<file path="src/include/im2col_defs.svh">
// width definitions for the im2col descriptor generator, included by its packages
`ifndef IM2COL_DEFS_SVH
`define IM2COL_DEFS_SVH

// filter, pad, channel and batch quantities
`define IM2COL_DIM_W 8

// image sizes and patch counts
`define IM2COL_SIZE_W 16

// byte addresses into system memory
`define IM2COL_PTR_W 32

// element index into the input tensor
`define IM2COL_IDX_W 32

// source row increment carried in the DMA descriptor
`define IM2COL_INC_W 23

`endif
</file>
<file path="src/logic/im2col_desc_pkg.sv">
// DMA descriptor types pushed by the im2col descriptor generator into the FIFO
`default_nettype none

package im2col_desc_pkg;

`include "im2col_defs.svh"

  typedef logic [`IM2COL_PTR_W-1:0] ptr_t;
  typedef logic [`IM2COL_SIZE_W-1:0] xfer_size_t;
  typedef logic [`IM2COL_INC_W-1:0] inc_t;

  // one 2D transfer with zero padding on all four sides
  typedef struct packed {
    ptr_t input_ptr;
    ptr_t output_ptr;
    // added to the source pointer at the end of each row
    inc_t in_inc_d2;
    logic [`IM2COL_DIM_W-1:0] n_zeros_top;
    logic [`IM2COL_DIM_W-1:0] n_zeros_bottom;
    logic [`IM2COL_DIM_W-1:0] n_zeros_left;
    logic [`IM2COL_DIM_W-1:0] n_zeros_right;
    xfer_size_t size_d1;
    xfer_size_t size_d2;
  } dma_desc_t;

endpackage

`default_nettype wire

</file>
<file path="src/logic/im2col_cfg_pkg.sv">
// configuration and sequencer types of the im2col descriptor generator, used by scoped name
`default_nettype none

package im2col_cfg_pkg;

`include "im2col_defs.svh"

  typedef logic [`IM2COL_DIM_W-1:0] dim_t;
  typedef logic [`IM2COL_SIZE_W-1:0] img_size_t;
  typedef logic [`IM2COL_IDX_W-1:0] idx_t;

  // must stay stable from start until done
  typedef struct packed {
    logic [`IM2COL_PTR_W-1:0] src_ptr;
    logic [`IM2COL_PTR_W-1:0] dst_ptr;
    img_size_t ih;
    img_size_t iw;
    dim_t fh;
    dim_t fw;
    dim_t num_ch;
    dim_t batch;
    // num_ch * fh * fw
    img_size_t ch_col;
    dim_t pad_left;
    dim_t pad_top;
    dim_t adpt_pad_right;
    dim_t adpt_pad_bottom;
    img_size_t n_patches_w;
    img_size_t n_patches_h;
  } im2col_cfg_t;

  typedef enum logic [3:0] {
    IDLE,
    PRECOMP,
    COND_EVAL,
    ZEROS_1,
    ZEROS_2,
    INDEX_1,
    INDEX_2,
    INDEX_3,
    PUSH,
    OUT_PTR_UPDATE,
    OFFSET_UPDATE
  } seq_state_e;

endpackage

`default_nettype wire

</file>
<file path="src/logic/im2col_param_gen.sv">
// top level of the im2col descriptor generator, emits one DMA descriptor per FIFO push
`timescale 1ns/1ns
`default_nettype none

module im2col_param_gen (
  input  logic                        clk_i,
  input  logic                        rst_ni,
  input  im2col_cfg_pkg::im2col_cfg_t cfg_i,
  input  logic                        start_i,
  input  logic                        fifo_full_i,
  output logic                        fifo_push_o,
  output im2col_desc_pkg::dma_desc_t  desc_o,
  output logic                        param_done_o
);

  logic cnt_clear;
  logic batch_inc;
  logic batch_clear;
  logic pos_step;
  logic zeros_clear;
  logic zeros_ph1;
  logic zeros_ph2;
  logic out_ptr_clear;
  logic out_ptr_step;
  logic pipe_clear;
  logic batch_last;
  logic pos_last;

  im2col_cfg_pkg::dim_t w_offset;
  im2col_cfg_pkg::dim_t h_offset;
  im2col_cfg_pkg::dim_t im_c;
  im2col_cfg_pkg::dim_t batch_cnt;
  im2col_cfg_pkg::dim_t n_zeros_left;
  im2col_cfg_pkg::dim_t n_zeros_right;
  im2col_cfg_pkg::dim_t n_zeros_top;
  im2col_cfg_pkg::dim_t n_zeros_bottom;
  im2col_desc_pkg::xfer_size_t size_d1;
  im2col_desc_pkg::xfer_size_t size_d2;
  im2col_desc_pkg::ptr_t input_ptr;
  im2col_desc_pkg::ptr_t output_ptr;
  im2col_desc_pkg::inc_t in_inc_d2;

  im2col_seq_fsm u_seq (
    .clk_i          (clk_i),
    .rst_ni         (rst_ni),
    .start_i        (start_i),
    .fifo_full_i    (fifo_full_i),
    .batch_last_i   (batch_last),
    .pos_last_i     (pos_last),
    .fifo_push_o    (fifo_push_o),
    .param_done_o   (param_done_o),
    .cnt_clear_o    (cnt_clear),
    .batch_inc_o    (batch_inc),
    .batch_clear_o  (batch_clear),
    .pos_step_o     (pos_step),
    .zeros_clear_o  (zeros_clear),
    .zeros_ph1_o    (zeros_ph1),
    .zeros_ph2_o    (zeros_ph2),
    .out_ptr_clear_o(out_ptr_clear),
    .out_ptr_step_o (out_ptr_step),
    .pipe_clear_o   (pipe_clear)
  );

  im2col_loop_counters u_cnt (
    .clk_i        (clk_i),
    .rst_ni       (rst_ni),
    .cfg_i        (cfg_i),
    .cnt_clear_i  (cnt_clear),
    .batch_inc_i  (batch_inc),
    .batch_clear_i(batch_clear),
    .pos_step_i   (pos_step),
    .w_offset_o   (w_offset),
    .h_offset_o   (h_offset),
    .im_c_o       (im_c),
    .batch_cnt_o  (batch_cnt),
    .batch_last_o (batch_last),
    .pos_last_o   (pos_last)
  );

  im2col_pad_zeros u_zeros (
    .clk_i           (clk_i),
    .rst_ni          (rst_ni),
    .cfg_i           (cfg_i),
    .w_offset_i      (w_offset),
    .h_offset_i      (h_offset),
    .zeros_clear_i   (zeros_clear),
    .zeros_ph1_i     (zeros_ph1),
    .zeros_ph2_i     (zeros_ph2),
    .n_zeros_left_o  (n_zeros_left),
    .n_zeros_right_o (n_zeros_right),
    .n_zeros_top_o   (n_zeros_top),
    .n_zeros_bottom_o(n_zeros_bottom),
    .size_d1_o       (size_d1),
    .size_d2_o       (size_d2)
  );

  im2col_src_addr u_addr (
    .clk_i          (clk_i),
    .rst_ni         (rst_ni),
    .cfg_i          (cfg_i),
    .w_offset_i     (w_offset),
    .h_offset_i     (h_offset),
    .im_c_i         (im_c),
    .batch_cnt_i    (batch_cnt),
    .n_zeros_left_i (n_zeros_left),
    .n_zeros_top_i  (n_zeros_top),
    .size_d1_i      (size_d1),
    .pipe_clear_i   (pipe_clear),
    .out_ptr_clear_i(out_ptr_clear),
    .out_ptr_step_i (out_ptr_step),
    .input_ptr_o    (input_ptr),
    .output_ptr_o   (output_ptr),
    .in_inc_d2_o    (in_inc_d2)
  );

  // fields are stable from INDEX_3 through the push
  assign desc_o.input_ptr      = input_ptr;
  assign desc_o.output_ptr     = output_ptr;
  assign desc_o.in_inc_d2      = in_inc_d2;
  assign desc_o.n_zeros_top    = n_zeros_top;
  assign desc_o.n_zeros_bottom = n_zeros_bottom;
  assign desc_o.n_zeros_left   = n_zeros_left;
  assign desc_o.n_zeros_right  = n_zeros_right;
  assign desc_o.size_d1        = size_d1;
  assign desc_o.size_d2        = size_d2;

endmodule

`default_nettype wire

</file>
<file path="src/logic/im2col_src_addr.sv">
// address unit of the im2col descriptor generator, pipelined source index and pointers
`timescale 1ns/1ns
`default_nettype none

module im2col_src_addr (
  input  logic                        clk_i,
  input  logic                        rst_ni,
  input  im2col_cfg_pkg::im2col_cfg_t cfg_i,
  input  im2col_cfg_pkg::dim_t        w_offset_i,
  input  im2col_cfg_pkg::dim_t        h_offset_i,
  input  im2col_cfg_pkg::dim_t        im_c_i,
  input  im2col_cfg_pkg::dim_t        batch_cnt_i,
  input  im2col_cfg_pkg::dim_t        n_zeros_left_i,
  input  im2col_cfg_pkg::dim_t        n_zeros_top_i,
  input  im2col_desc_pkg::xfer_size_t size_d1_i,
  input  logic                        pipe_clear_i,
  input  logic                        out_ptr_clear_i,
  input  logic                        out_ptr_step_i,
  output im2col_desc_pkg::ptr_t       input_ptr_o,
  output im2col_desc_pkg::ptr_t       output_ptr_o,
  output im2col_desc_pkg::inc_t       in_inc_d2_o
);

  im2col_cfg_pkg::idx_t stage1_q;
  im2col_cfg_pkg::idx_t stage2_q;
  im2col_cfg_pkg::idx_t stage3_q;
  im2col_cfg_pkg::idx_t plane_idx;
  im2col_cfg_pkg::idx_t row_idx;
  im2col_cfg_pkg::idx_t col_idx;
  im2col_cfg_pkg::idx_t index;
  im2col_desc_pkg::ptr_t out_ptr_q;
  im2col_desc_pkg::ptr_t out_step;

  // image plane selected by batch and channel
  assign plane_idx = im2col_cfg_pkg::idx_t'(batch_cnt_i) * im2col_cfg_pkg::idx_t'(cfg_i.num_ch)
                     + im2col_cfg_pkg::idx_t'(im_c_i);

  // first row read, top zeros skip the padded rows above the image
  assign row_idx = stage2_q + im2col_cfg_pkg::idx_t'(h_offset_i)
                   + im2col_cfg_pkg::idx_t'(n_zeros_top_i)
                   - im2col_cfg_pkg::idx_t'(cfg_i.pad_top);

  assign col_idx = im2col_cfg_pkg::idx_t'(w_offset_i) + im2col_cfg_pkg::idx_t'(n_zeros_left_i)
                   - im2col_cfg_pkg::idx_t'(cfg_i.pad_left);

  // free running, stages settle one after another once the counters hold still
  always_ff @(posedge clk_i or negedge rst_ni) begin
    if (!rst_ni) begin
      stage1_q <= '0;
      stage2_q <= '0;
      stage3_q <= '0;
    end else if (pipe_clear_i) begin
      stage1_q <= '0;
      stage2_q <= '0;
      stage3_q <= '0;
    end else begin
      stage1_q <= plane_idx;
      stage2_q <= stage1_q * im2col_cfg_pkg::idx_t'(cfg_i.ih);
      stage3_q <= row_idx * im2col_cfg_pkg::idx_t'(cfg_i.iw);
    end
  end

  assign index = stage3_q + col_idx;

  // 32-bit elements, hence the shift by two
  assign input_ptr_o = cfg_i.src_ptr + (index << 2);

  // jump from the end of one row to the start of the next
  assign in_inc_d2_o = im2col_desc_pkg::inc_t'(cfg_i.iw) - im2col_desc_pkg::inc_t'(size_d1_i)
                       + 1'b1;

  // one full output patch per descriptor
  assign out_step = (im2col_desc_pkg::ptr_t'(cfg_i.n_patches_h)
                     * im2col_desc_pkg::ptr_t'(cfg_i.n_patches_w)) << 2;

  always_ff @(posedge clk_i or negedge rst_ni) begin
    if (!rst_ni) begin
      out_ptr_q <= '0;
    end else if (out_ptr_clear_i) begin
      out_ptr_q <= cfg_i.dst_ptr;
    end else if (out_ptr_step_i) begin
      out_ptr_q <= out_ptr_q + out_step;
    end
  end

  assign output_ptr_o = out_ptr_q;

endmodule

`default_nettype wire

</file>
<file path="src/logic/im2col_pad_zeros.sv">
// zero padding unit of the im2col descriptor generator, two phases per filter position
`timescale 1ns/1ns
`default_nettype none

module im2col_pad_zeros (
  input  logic                        clk_i,
  input  logic                        rst_ni,
  input  im2col_cfg_pkg::im2col_cfg_t cfg_i,
  input  im2col_cfg_pkg::dim_t        w_offset_i,
  input  im2col_cfg_pkg::dim_t        h_offset_i,
  input  logic                        zeros_clear_i,
  input  logic                        zeros_ph1_i,
  input  logic                        zeros_ph2_i,
  output im2col_cfg_pkg::dim_t        n_zeros_left_o,
  output im2col_cfg_pkg::dim_t        n_zeros_right_o,
  output im2col_cfg_pkg::dim_t        n_zeros_top_o,
  output im2col_cfg_pkg::dim_t        n_zeros_bottom_o,
  output im2col_desc_pkg::xfer_size_t size_d1_o,
  output im2col_desc_pkg::xfer_size_t size_d2_o
);

  // distance from the filter tap to the right and bottom filter edge
  im2col_cfg_pkg::dim_t col_rem_q;
  im2col_cfg_pkg::dim_t row_rem_q;
  im2col_cfg_pkg::dim_t left_q;
  im2col_cfg_pkg::dim_t right_q;
  im2col_cfg_pkg::dim_t top_q;
  im2col_cfg_pkg::dim_t bottom_q;

  always_ff @(posedge clk_i or negedge rst_ni) begin
    if (!rst_ni) begin
      col_rem_q <= '0;
      row_rem_q <= '0;
      left_q    <= '0;
      right_q   <= '0;
      top_q     <= '0;
      bottom_q  <= '0;
    end else if (zeros_clear_i) begin
      col_rem_q <= '0;
      row_rem_q <= '0;
      left_q    <= '0;
      right_q   <= '0;
      top_q     <= '0;
      bottom_q  <= '0;
    end else if (zeros_ph1_i) begin
      col_rem_q <= cfg_i.fw - 1'b1 - w_offset_i;
      row_rem_q <= cfg_i.fh - 1'b1 - h_offset_i;
    end else if (zeros_ph2_i) begin
      left_q   <= (cfg_i.pad_left > w_offset_i) ? cfg_i.pad_left - w_offset_i : '0;
      top_q    <= (cfg_i.pad_top > h_offset_i) ? cfg_i.pad_top - h_offset_i : '0;
      right_q  <= (cfg_i.adpt_pad_right > col_rem_q) ? cfg_i.adpt_pad_right - col_rem_q : '0;
      bottom_q <= (cfg_i.adpt_pad_bottom > row_rem_q) ? cfg_i.adpt_pad_bottom - row_rem_q : '0;
    end
  end

  assign n_zeros_left_o   = left_q;
  assign n_zeros_right_o  = right_q;
  assign n_zeros_top_o    = top_q;
  assign n_zeros_bottom_o = bottom_q;

  // data elements actually read, the rest of the patch row or column is zero fill
  assign size_d1_o = cfg_i.n_patches_w - im2col_desc_pkg::xfer_size_t'(left_q)
                     - im2col_desc_pkg::xfer_size_t'(right_q);
  assign size_d2_o = cfg_i.n_patches_h - im2col_desc_pkg::xfer_size_t'(top_q)
                     - im2col_desc_pkg::xfer_size_t'(bottom_q);

endmodule

`default_nettype wire

</file>
<file path="src/logic/im2col_loop_counters.sv">
// loop counters of the im2col descriptor generator, walk batch and filter positions per channel
`timescale 1ns/1ns
`default_nettype none

module im2col_loop_counters (
  input  logic                        clk_i,
  input  logic                        rst_ni,
  input  im2col_cfg_pkg::im2col_cfg_t cfg_i,
  input  logic                        cnt_clear_i,
  input  logic                        batch_inc_i,
  input  logic                        batch_clear_i,
  input  logic                        pos_step_i,
  output im2col_cfg_pkg::dim_t        w_offset_o,
  output im2col_cfg_pkg::dim_t        h_offset_o,
  output im2col_cfg_pkg::dim_t        im_c_o,
  output im2col_cfg_pkg::dim_t        batch_cnt_o,
  output logic                        batch_last_o,
  output logic                        pos_last_o
);

  im2col_cfg_pkg::dim_t w_off_q;
  im2col_cfg_pkg::dim_t h_off_q;
  im2col_cfg_pkg::dim_t im_c_q;
  im2col_cfg_pkg::dim_t batch_q;
  im2col_cfg_pkg::img_size_t pos_q;
  logic w_wrap;
  logic h_wrap;

  assign w_wrap = (w_off_q == cfg_i.fw - 1'b1);
  assign h_wrap = (h_off_q == cfg_i.fh - 1'b1);

  // innermost loop, one step per descriptor
  always_ff @(posedge clk_i or negedge rst_ni) begin
    if (!rst_ni) begin
      batch_q <= '0;
    end else if (cnt_clear_i || batch_clear_i) begin
      batch_q <= '0;
    end else if (batch_inc_i) begin
      batch_q <= batch_q + 1'b1;
    end
  end

  // filter column, filter row, channel, stepped once all batches are done
  always_ff @(posedge clk_i or negedge rst_ni) begin
    if (!rst_ni) begin
      w_off_q <= '0;
      h_off_q <= '0;
      im_c_q  <= '0;
      pos_q   <= '0;
    end else if (cnt_clear_i) begin
      w_off_q <= '0;
      h_off_q <= '0;
      im_c_q  <= '0;
      pos_q   <= '0;
    end else if (pos_step_i) begin
      w_off_q <= w_wrap ? '0 : w_off_q + 1'b1;
      if (w_wrap) begin
        h_off_q <= h_wrap ? '0 : h_off_q + 1'b1;
      end
      // channel moves on after a full fh x fw window
      if (pos_last_o) begin
        im_c_q <= '0;
      end else if (w_wrap && h_wrap) begin
        im_c_q <= im_c_q + 1'b1;
      end
      pos_q <= pos_last_o ? '0 : pos_q + 1'b1;
    end
  end

  assign w_offset_o   = w_off_q;
  assign h_offset_o   = h_off_q;
  assign im_c_o       = im_c_q;
  assign batch_cnt_o  = batch_q;
  assign batch_last_o = (batch_q == cfg_i.batch - 1'b1);
  assign pos_last_o   = (pos_q == cfg_i.ch_col - 1'b1);

endmodule

`default_nettype wire

</file>
<file path="src/logic/im2col_seq_fsm.sv">
// sequencer FSM of the im2col descriptor generator, orders the compute phases and the FIFO push
`timescale 1ns/1ns
`default_nettype none

module im2col_seq_fsm (
  input  logic clk_i,
  input  logic rst_ni,
  input  logic start_i,
  input  logic fifo_full_i,
  input  logic batch_last_i,
  input  logic pos_last_i,
  output logic fifo_push_o,
  output logic param_done_o,
  output logic cnt_clear_o,
  output logic batch_inc_o,
  output logic batch_clear_o,
  output logic pos_step_o,
  output logic zeros_clear_o,
  output logic zeros_ph1_o,
  output logic zeros_ph2_o,
  output logic out_ptr_clear_o,
  output logic out_ptr_step_o,
  output logic pipe_clear_o
);

  im2col_cfg_pkg::seq_state_e state_q;
  im2col_cfg_pkg::seq_state_e state_d;
  logic done_q;
  logic setup;

  always_ff @(posedge clk_i or negedge rst_ni) begin
    if (!rst_ni) begin
      state_q <= im2col_cfg_pkg::IDLE;
    end else begin
      state_q <= state_d;
    end
  end

  always_comb begin
    state_d = state_q;
    unique case (state_q)
      im2col_cfg_pkg::IDLE: begin
        if (start_i) begin
          state_d = im2col_cfg_pkg::PRECOMP;
        end
      end
      im2col_cfg_pkg::PRECOMP: state_d = im2col_cfg_pkg::COND_EVAL;
      // last position was stepped past, nothing left to emit
      im2col_cfg_pkg::COND_EVAL: begin
        state_d = done_q ? im2col_cfg_pkg::IDLE : im2col_cfg_pkg::ZEROS_1;
      end
      im2col_cfg_pkg::ZEROS_1: state_d = im2col_cfg_pkg::ZEROS_2;
      im2col_cfg_pkg::ZEROS_2: state_d = im2col_cfg_pkg::INDEX_1;
      im2col_cfg_pkg::INDEX_1: state_d = im2col_cfg_pkg::INDEX_2;
      im2col_cfg_pkg::INDEX_2: state_d = im2col_cfg_pkg::INDEX_3;
      im2col_cfg_pkg::INDEX_3: begin
        if (!fifo_full_i) begin
          state_d = im2col_cfg_pkg::PUSH;
        end
      end
      // full may rise again right after INDEX_3, so the push waits here too
      im2col_cfg_pkg::PUSH: begin
        if (!fifo_full_i) begin
          state_d = im2col_cfg_pkg::OUT_PTR_UPDATE;
        end
      end
      im2col_cfg_pkg::OUT_PTR_UPDATE: begin
        if (batch_last_i) begin
          state_d = im2col_cfg_pkg::OFFSET_UPDATE;
        end else begin
          state_d = im2col_cfg_pkg::COND_EVAL;
        end
      end
      im2col_cfg_pkg::OFFSET_UPDATE: state_d = im2col_cfg_pkg::COND_EVAL;
      default: state_d = im2col_cfg_pkg::IDLE;
    endcase
  end

  // done is held through IDLE until the next start
  always_ff @(posedge clk_i or negedge rst_ni) begin
    if (!rst_ni) begin
      done_q <= 1'b0;
    end else if ((state_q == im2col_cfg_pkg::IDLE) && start_i) begin
      done_q <= 1'b0;
    end else if ((state_q == im2col_cfg_pkg::OFFSET_UPDATE) && pos_last_i) begin
      done_q <= 1'b1;
    end
  end

  assign setup = (state_q == im2col_cfg_pkg::IDLE) || (state_q == im2col_cfg_pkg::PRECOMP);

  assign fifo_push_o     = (state_q == im2col_cfg_pkg::PUSH) && !fifo_full_i;
  assign param_done_o    = done_q;
  assign cnt_clear_o     = setup;
  assign zeros_clear_o   = setup;
  assign out_ptr_clear_o = setup;
  assign pipe_clear_o    = (state_q == im2col_cfg_pkg::IDLE);
  assign zeros_ph1_o     = (state_q == im2col_cfg_pkg::ZEROS_1);
  assign zeros_ph2_o     = (state_q == im2col_cfg_pkg::ZEROS_2);
  assign batch_inc_o     = (state_q == im2col_cfg_pkg::OUT_PTR_UPDATE);
  assign out_ptr_step_o  = (state_q == im2col_cfg_pkg::OUT_PTR_UPDATE);
  assign batch_clear_o   = (state_q == im2col_cfg_pkg::OFFSET_UPDATE);
  assign pos_step_o      = (state_q == im2col_cfg_pkg::OFFSET_UPDATE);

endmodule

`default_nettype wire

</file>
<file path="config.mk">
export PLATFORM = sky130hd
export DESIGN_NAME = im2col_param_gen
export DESIGN_NICKNAME = d
export VERILOG_FILES = /design/src/logic/im2col_desc_pkg.sv /design/src/logic/im2col_cfg_pkg.sv /design/src/logic/im2col_param_gen.sv /design/src/logic/im2col_src_addr.sv /design/src/logic/im2col_pad_zeros.sv /design/src/logic/im2col_loop_counters.sv /design/src/logic/im2col_seq_fsm.sv
export VERILOG_INCLUDE_DIRS = /design/src /design/src/include
export SDC_FILE = /design/constraint.sdc
export NUM_CORES = 2
export LEC_CHECK = 0
export BUFFER_PORTS_ARGS = -buffer_cell sky130_fd_sc_hd__clkbuf_2
export CAP_MARGIN = 0
export CORE_MARGIN = 3
export CORE_UTILIZATION = 34
export DETAILED_ROUTE_END_ITERATION = 16
export PLACE_DENSITY = 0.55
export SLEW_MARGIN = 25
export SYNTH_ARGS = -nofsm -noshare
export SYNTH_HDL_FRONTEND = slang
export SYNTH_HIERARCHICAL = 1
export SYNTH_SLANG_ARGS = --single-unit
</file>
<file path="constraint.sdc">
create_clock -name clk_i -period 23.4 [get_ports clk_i]
set_input_delay 3.51 -clock clk_i [delete_from_list [all_inputs] [get_ports clk_i]]
set_output_delay 3.51 -clock clk_i [all_outputs]
set_load 0.05 [all_outputs]
</file>
==> metrics.md <==
| Metric | Value |
|---|---|
| RSZ-0062 raised after global routing | `no` |
| Synth top cells by count | `inv_1, fa_1, nand2_1` |
| Crit end category | `primary output` |
| Max incr delay on CP | `690 ps` |
| Vias | `between 40000 and 50000` |
| Post-synth cell types | `105` |
| Area share of fa/ha/maj cells after synthesis | `0.435` |
| Detail Route Antenna Nets | `0` |
| Core area | `around 150000 um2` |
| Die Ht | `roughly 390 um` |
| Final Util | `0.378` |
| Multi-input logic area | `between 40000 and 50000 um2` |
| DRT Wirelength | `between 100000 and 150000 um` |
| Hold Vio Cnt, Final | `0` |
| Synth Instances | `about 5900` |
| Largest net degree at the start of global routing | `between 90 and 100` |
| DR iter-0 viols | `approximately 2500` |
| CTS Buf Count | `35` |
| Outcome | `completed` |
| Layout cells sized above 1 | `0.0863` |
| Post-synthesis xor/xnor area fraction | `0.0582` |
| Cell area after layout | `55400 um2` |
| Post-synthesis compound-gate area fraction | `0.111` |
| Hold EP | `u_addr/output_ptr_o[1]$_DFFE_PN0P_` |
| Post-DP HPWL | `about 120000 um` |
| Synth Warn # | `6` |
| Avg WL per Cell | `between 15 and 20 um` |
| FFs w/ async S/R, synth | `1.00` |
| Setup TNS | `0 ps` |
| Main combinational cell family by area after synthesis | `adder cells` |
| FF-to-FF End | `u_addr/stage3_q[29]$_DFF_PN0_` |
| Area leader, netlist | `fa_1` |
| Main synth FF type | `dfrtp_1` |
| CTS sink count | `210` |
| Synth top area share | `0.305` |
| Max-Slew Margin vs Limit | `0.288` |
| Overflow after GRT | `0` |
| Gr usage total | `0.190` |
| Fill count | `15069` |
| IO Count | `approximately 370` |
| Die width | `~400 um` |
| Most numerous cell in the Yosys netlist | `inv_1` |
| Post-synth EDFFs | `0` |
| H-tree levels | `2` |
| Cts hold-fix bufs | `0` |
| P&R area growth vs syn | `9.92%` |
| Post-Syn Area | `~50000 um2` |
| Setup crit start kind | `primary input` |
| Final Cycle Share | `0.612` |
| Sequential share of the synthesized area | `0.104` |
| Hold Crit Class | `register to register` |
| Slowest CP cell | `o211a_1` |
| Mapped Nets | `7401` |
| Setup violators final | `0` |
| First-pass GRT wire length | `~230000 um` |
| Vias/cell | `a little over 5` |
| CP required | `19890 ps` |
| Post-route DRC violation count | `0` |
| R2R Setup Slk | `~13000 ps` |
| Clk pin slew, worst setup/hold paths | `50 ps` |
| Cts repair resizes | `0` |
| HP Start | `u_addr/output_ptr_o[1]$_DFFE_PN0P_` |
| Nets@finish | `7638` |
| Simple-Gate Fraction of Synth Area | `0.182` |
| R2r worst-path depth | `31` |
| Hold path cells | `1` |
| Final Critical Period | `around 14000 ps` |
| Fmax | `between 60 and 70 MHz` |
| Seq cells post-synth | `210` |
| Die area | `153000 um2` |
| DRT Pass-1 Iters | `5` |
| Worst path most repeated cell | `a21oi_1` |
| Reg2reg start | `u_cnt/h_offset_o[1]$_DFFE_PN0P_` |
| CTS tree | `done` |
| Row Count | `140` |
| Measured slew at the worst slew-check pin | `between 1000 and 1500 ps` |
| Max-cap violations | `0` |
| Starting density of the core | `0.344` |
| Max Slew Vio Count | `0` |
| CP max FO | `21` |
| Setup CP Type | `primary input to primary output` |
| # port buffers | `360` |
| Root Driver | `clkbuf_16` |
| Mean Syn Cell Area | `8.55 um2` |
| Number of global-route vias before repair | `41727` |
| Ranking of synthesized cells by area | `fa_1, ha_1, dfrtp_1, inv_1, nand2_1` |
| Initial antenna violation count | `10` |
| Max Clock Skew | `about 50 ps` |
| Dpl cell area | `54200 um2` |
| Setup Fix Bufs, Post-CTS | `0` |
| Clk buf depth | `3` |
| GP Congestion | `0.882` |
| Worst-Skew Late Latency | `~610 ps` |
| FF+latch area | `~5300 um2` |
| Post-synthesis mux area share | `0.00819` |
| Arrival time of the worst setup path | `roughly 11000 ps` |
layer usage:
| layer | GRT usage | wire [um] | vias to the layer above | part of all wire |
|---|---|---|---|---|
| li1 | - | - | 19224 | - |
| met1 | 0.257 | 65600 | 20222 | 0.45 |
| met2 | 0.317 | 68800 | 992 | 0.47 |
| met3 | 0.0271 | 8110 | 156 | 0.056 |
| met4 | 0.0491 | 3480 | 6 | 0.024 |
| met5 | 0 | 34 | - | 0.00023 |
how the worst max path moves through the flow:
stage          slack (ps)       from     endpoint  cells after the start
6_report             9070  cfg_i[57]  desc_o[149]                     30
5_1_grt              8510  cfg_i[57]  desc_o[149]                     30
4_1_cts              9040  cfg_i[57]  desc_o[149]                     30
3_5_place_dp         9060  cfg_i[57]  desc_o[149]                     30
3_3_place_gp         9180  cfg_i[57]  desc_o[149]                     30
2_1_floorplan       10210  cfg_i[57]  desc_o[149]                     28
registers in the layout (all words and copies together), names as in the netlist, 16 cells and up:
signal and cells:
u_addr/output_ptr_o 32, u_addr/stage2_q 30, u_addr/stage3_q 30, u_addr/stage1_q 17, u_cnt/pos_q 16
through the flow:
step                setup slack, ps  cells  hold slack, ps
floorplan                     10210   5896             483
global placement               9180   8013             492
detailed placement             9060   8013             505
CTS                            9040   8073             519
global route                   8510   8077             532
finish                         9070   8079             516
kinds of logic (layout without fill, tap and decap cells):
family                   count (synthesis)  after routing
AND/OR/NAND/NOR                       1859           1859
buffers and inverters                 1325           1585
adder cells (fa/ha/maj)               1293           1293
AO/OA/AOI/OAI                          845            845
XOR/XNOR                               324            324
flip-flops                             210            210
multiplexers                            40             40
other                                    0              6
worst max-delay path, delay by kind of cell:
kind	cells	cell delay [ps]
xor gates and xnor gates	2	280
buffers and inverters	3	490
adders and majority gates	4	1520
and+or+nand+nor	1	150
AOI/OAI and AO/OA	20	4850
area by class of cell:
| cell class | count | share of cell area |
|---|---|---|
| Sequential cell | 210 | 0.0948 |
| Inverter | 1128 | 0.0764 |
| Clock inverter | 16 | 0.00415 |
| Timing Repair Buffer | 397 | 0.0379 |
| Multi-Input combinational cell | 4361 | 0.726 |
| Tap cell | 1917 | 0.0433 |
| Clock buffer | 44 | 0.0173 |
| Antenna cell | 6 | 0.000271 |
placed cells by master (no fill, tap or decap), drive strengths merged, types with 21 or more instances in the layout:
| master | netlist | routed |
|---|---|---|
| xor2 | 115 | 115 |
| nor4 | 21 | 21 |
| nand2b | 71 | 71 |
| xnor2 | 202 | 202 |
| mux2i | 30 | 30 |
| o21ai | 169 | 169 |
| ha | 524 | 524 |
| clkbuf | 171 | 403 |
| fa | 769 | 769 |
| o21a | 51 | 51 |
| o21bai | 36 | 36 |
| dfrtp | 210 | 210 |
| a21oi | 224 | 224 |
| o211ai | 29 | 29 |
| a22o | 27 | 27 |
| nor2b | 86 | 86 |
| inv | 1128 | 1129 |
| buf | 25 | 38 |
| a211oi | 40 | 40 |
| and3 | 45 | 45 |
| and2 | 340 | 340 |
| a21boi | 21 | 21 |
| nand4 | 29 | 29 |
| a31oi | 26 | 26 |
| nor3 | 83 | 83 |
| nor2 | 243 | 243 |
| a21o | 80 | 80 |
| nand2 | 749 | 749 |
| or3 | 34 | 34 |
| nand3 | 68 | 68 |
Power is not shown: default switching activity piles up to over one toggle a cycle in this logic, so the estimate is an artifact.
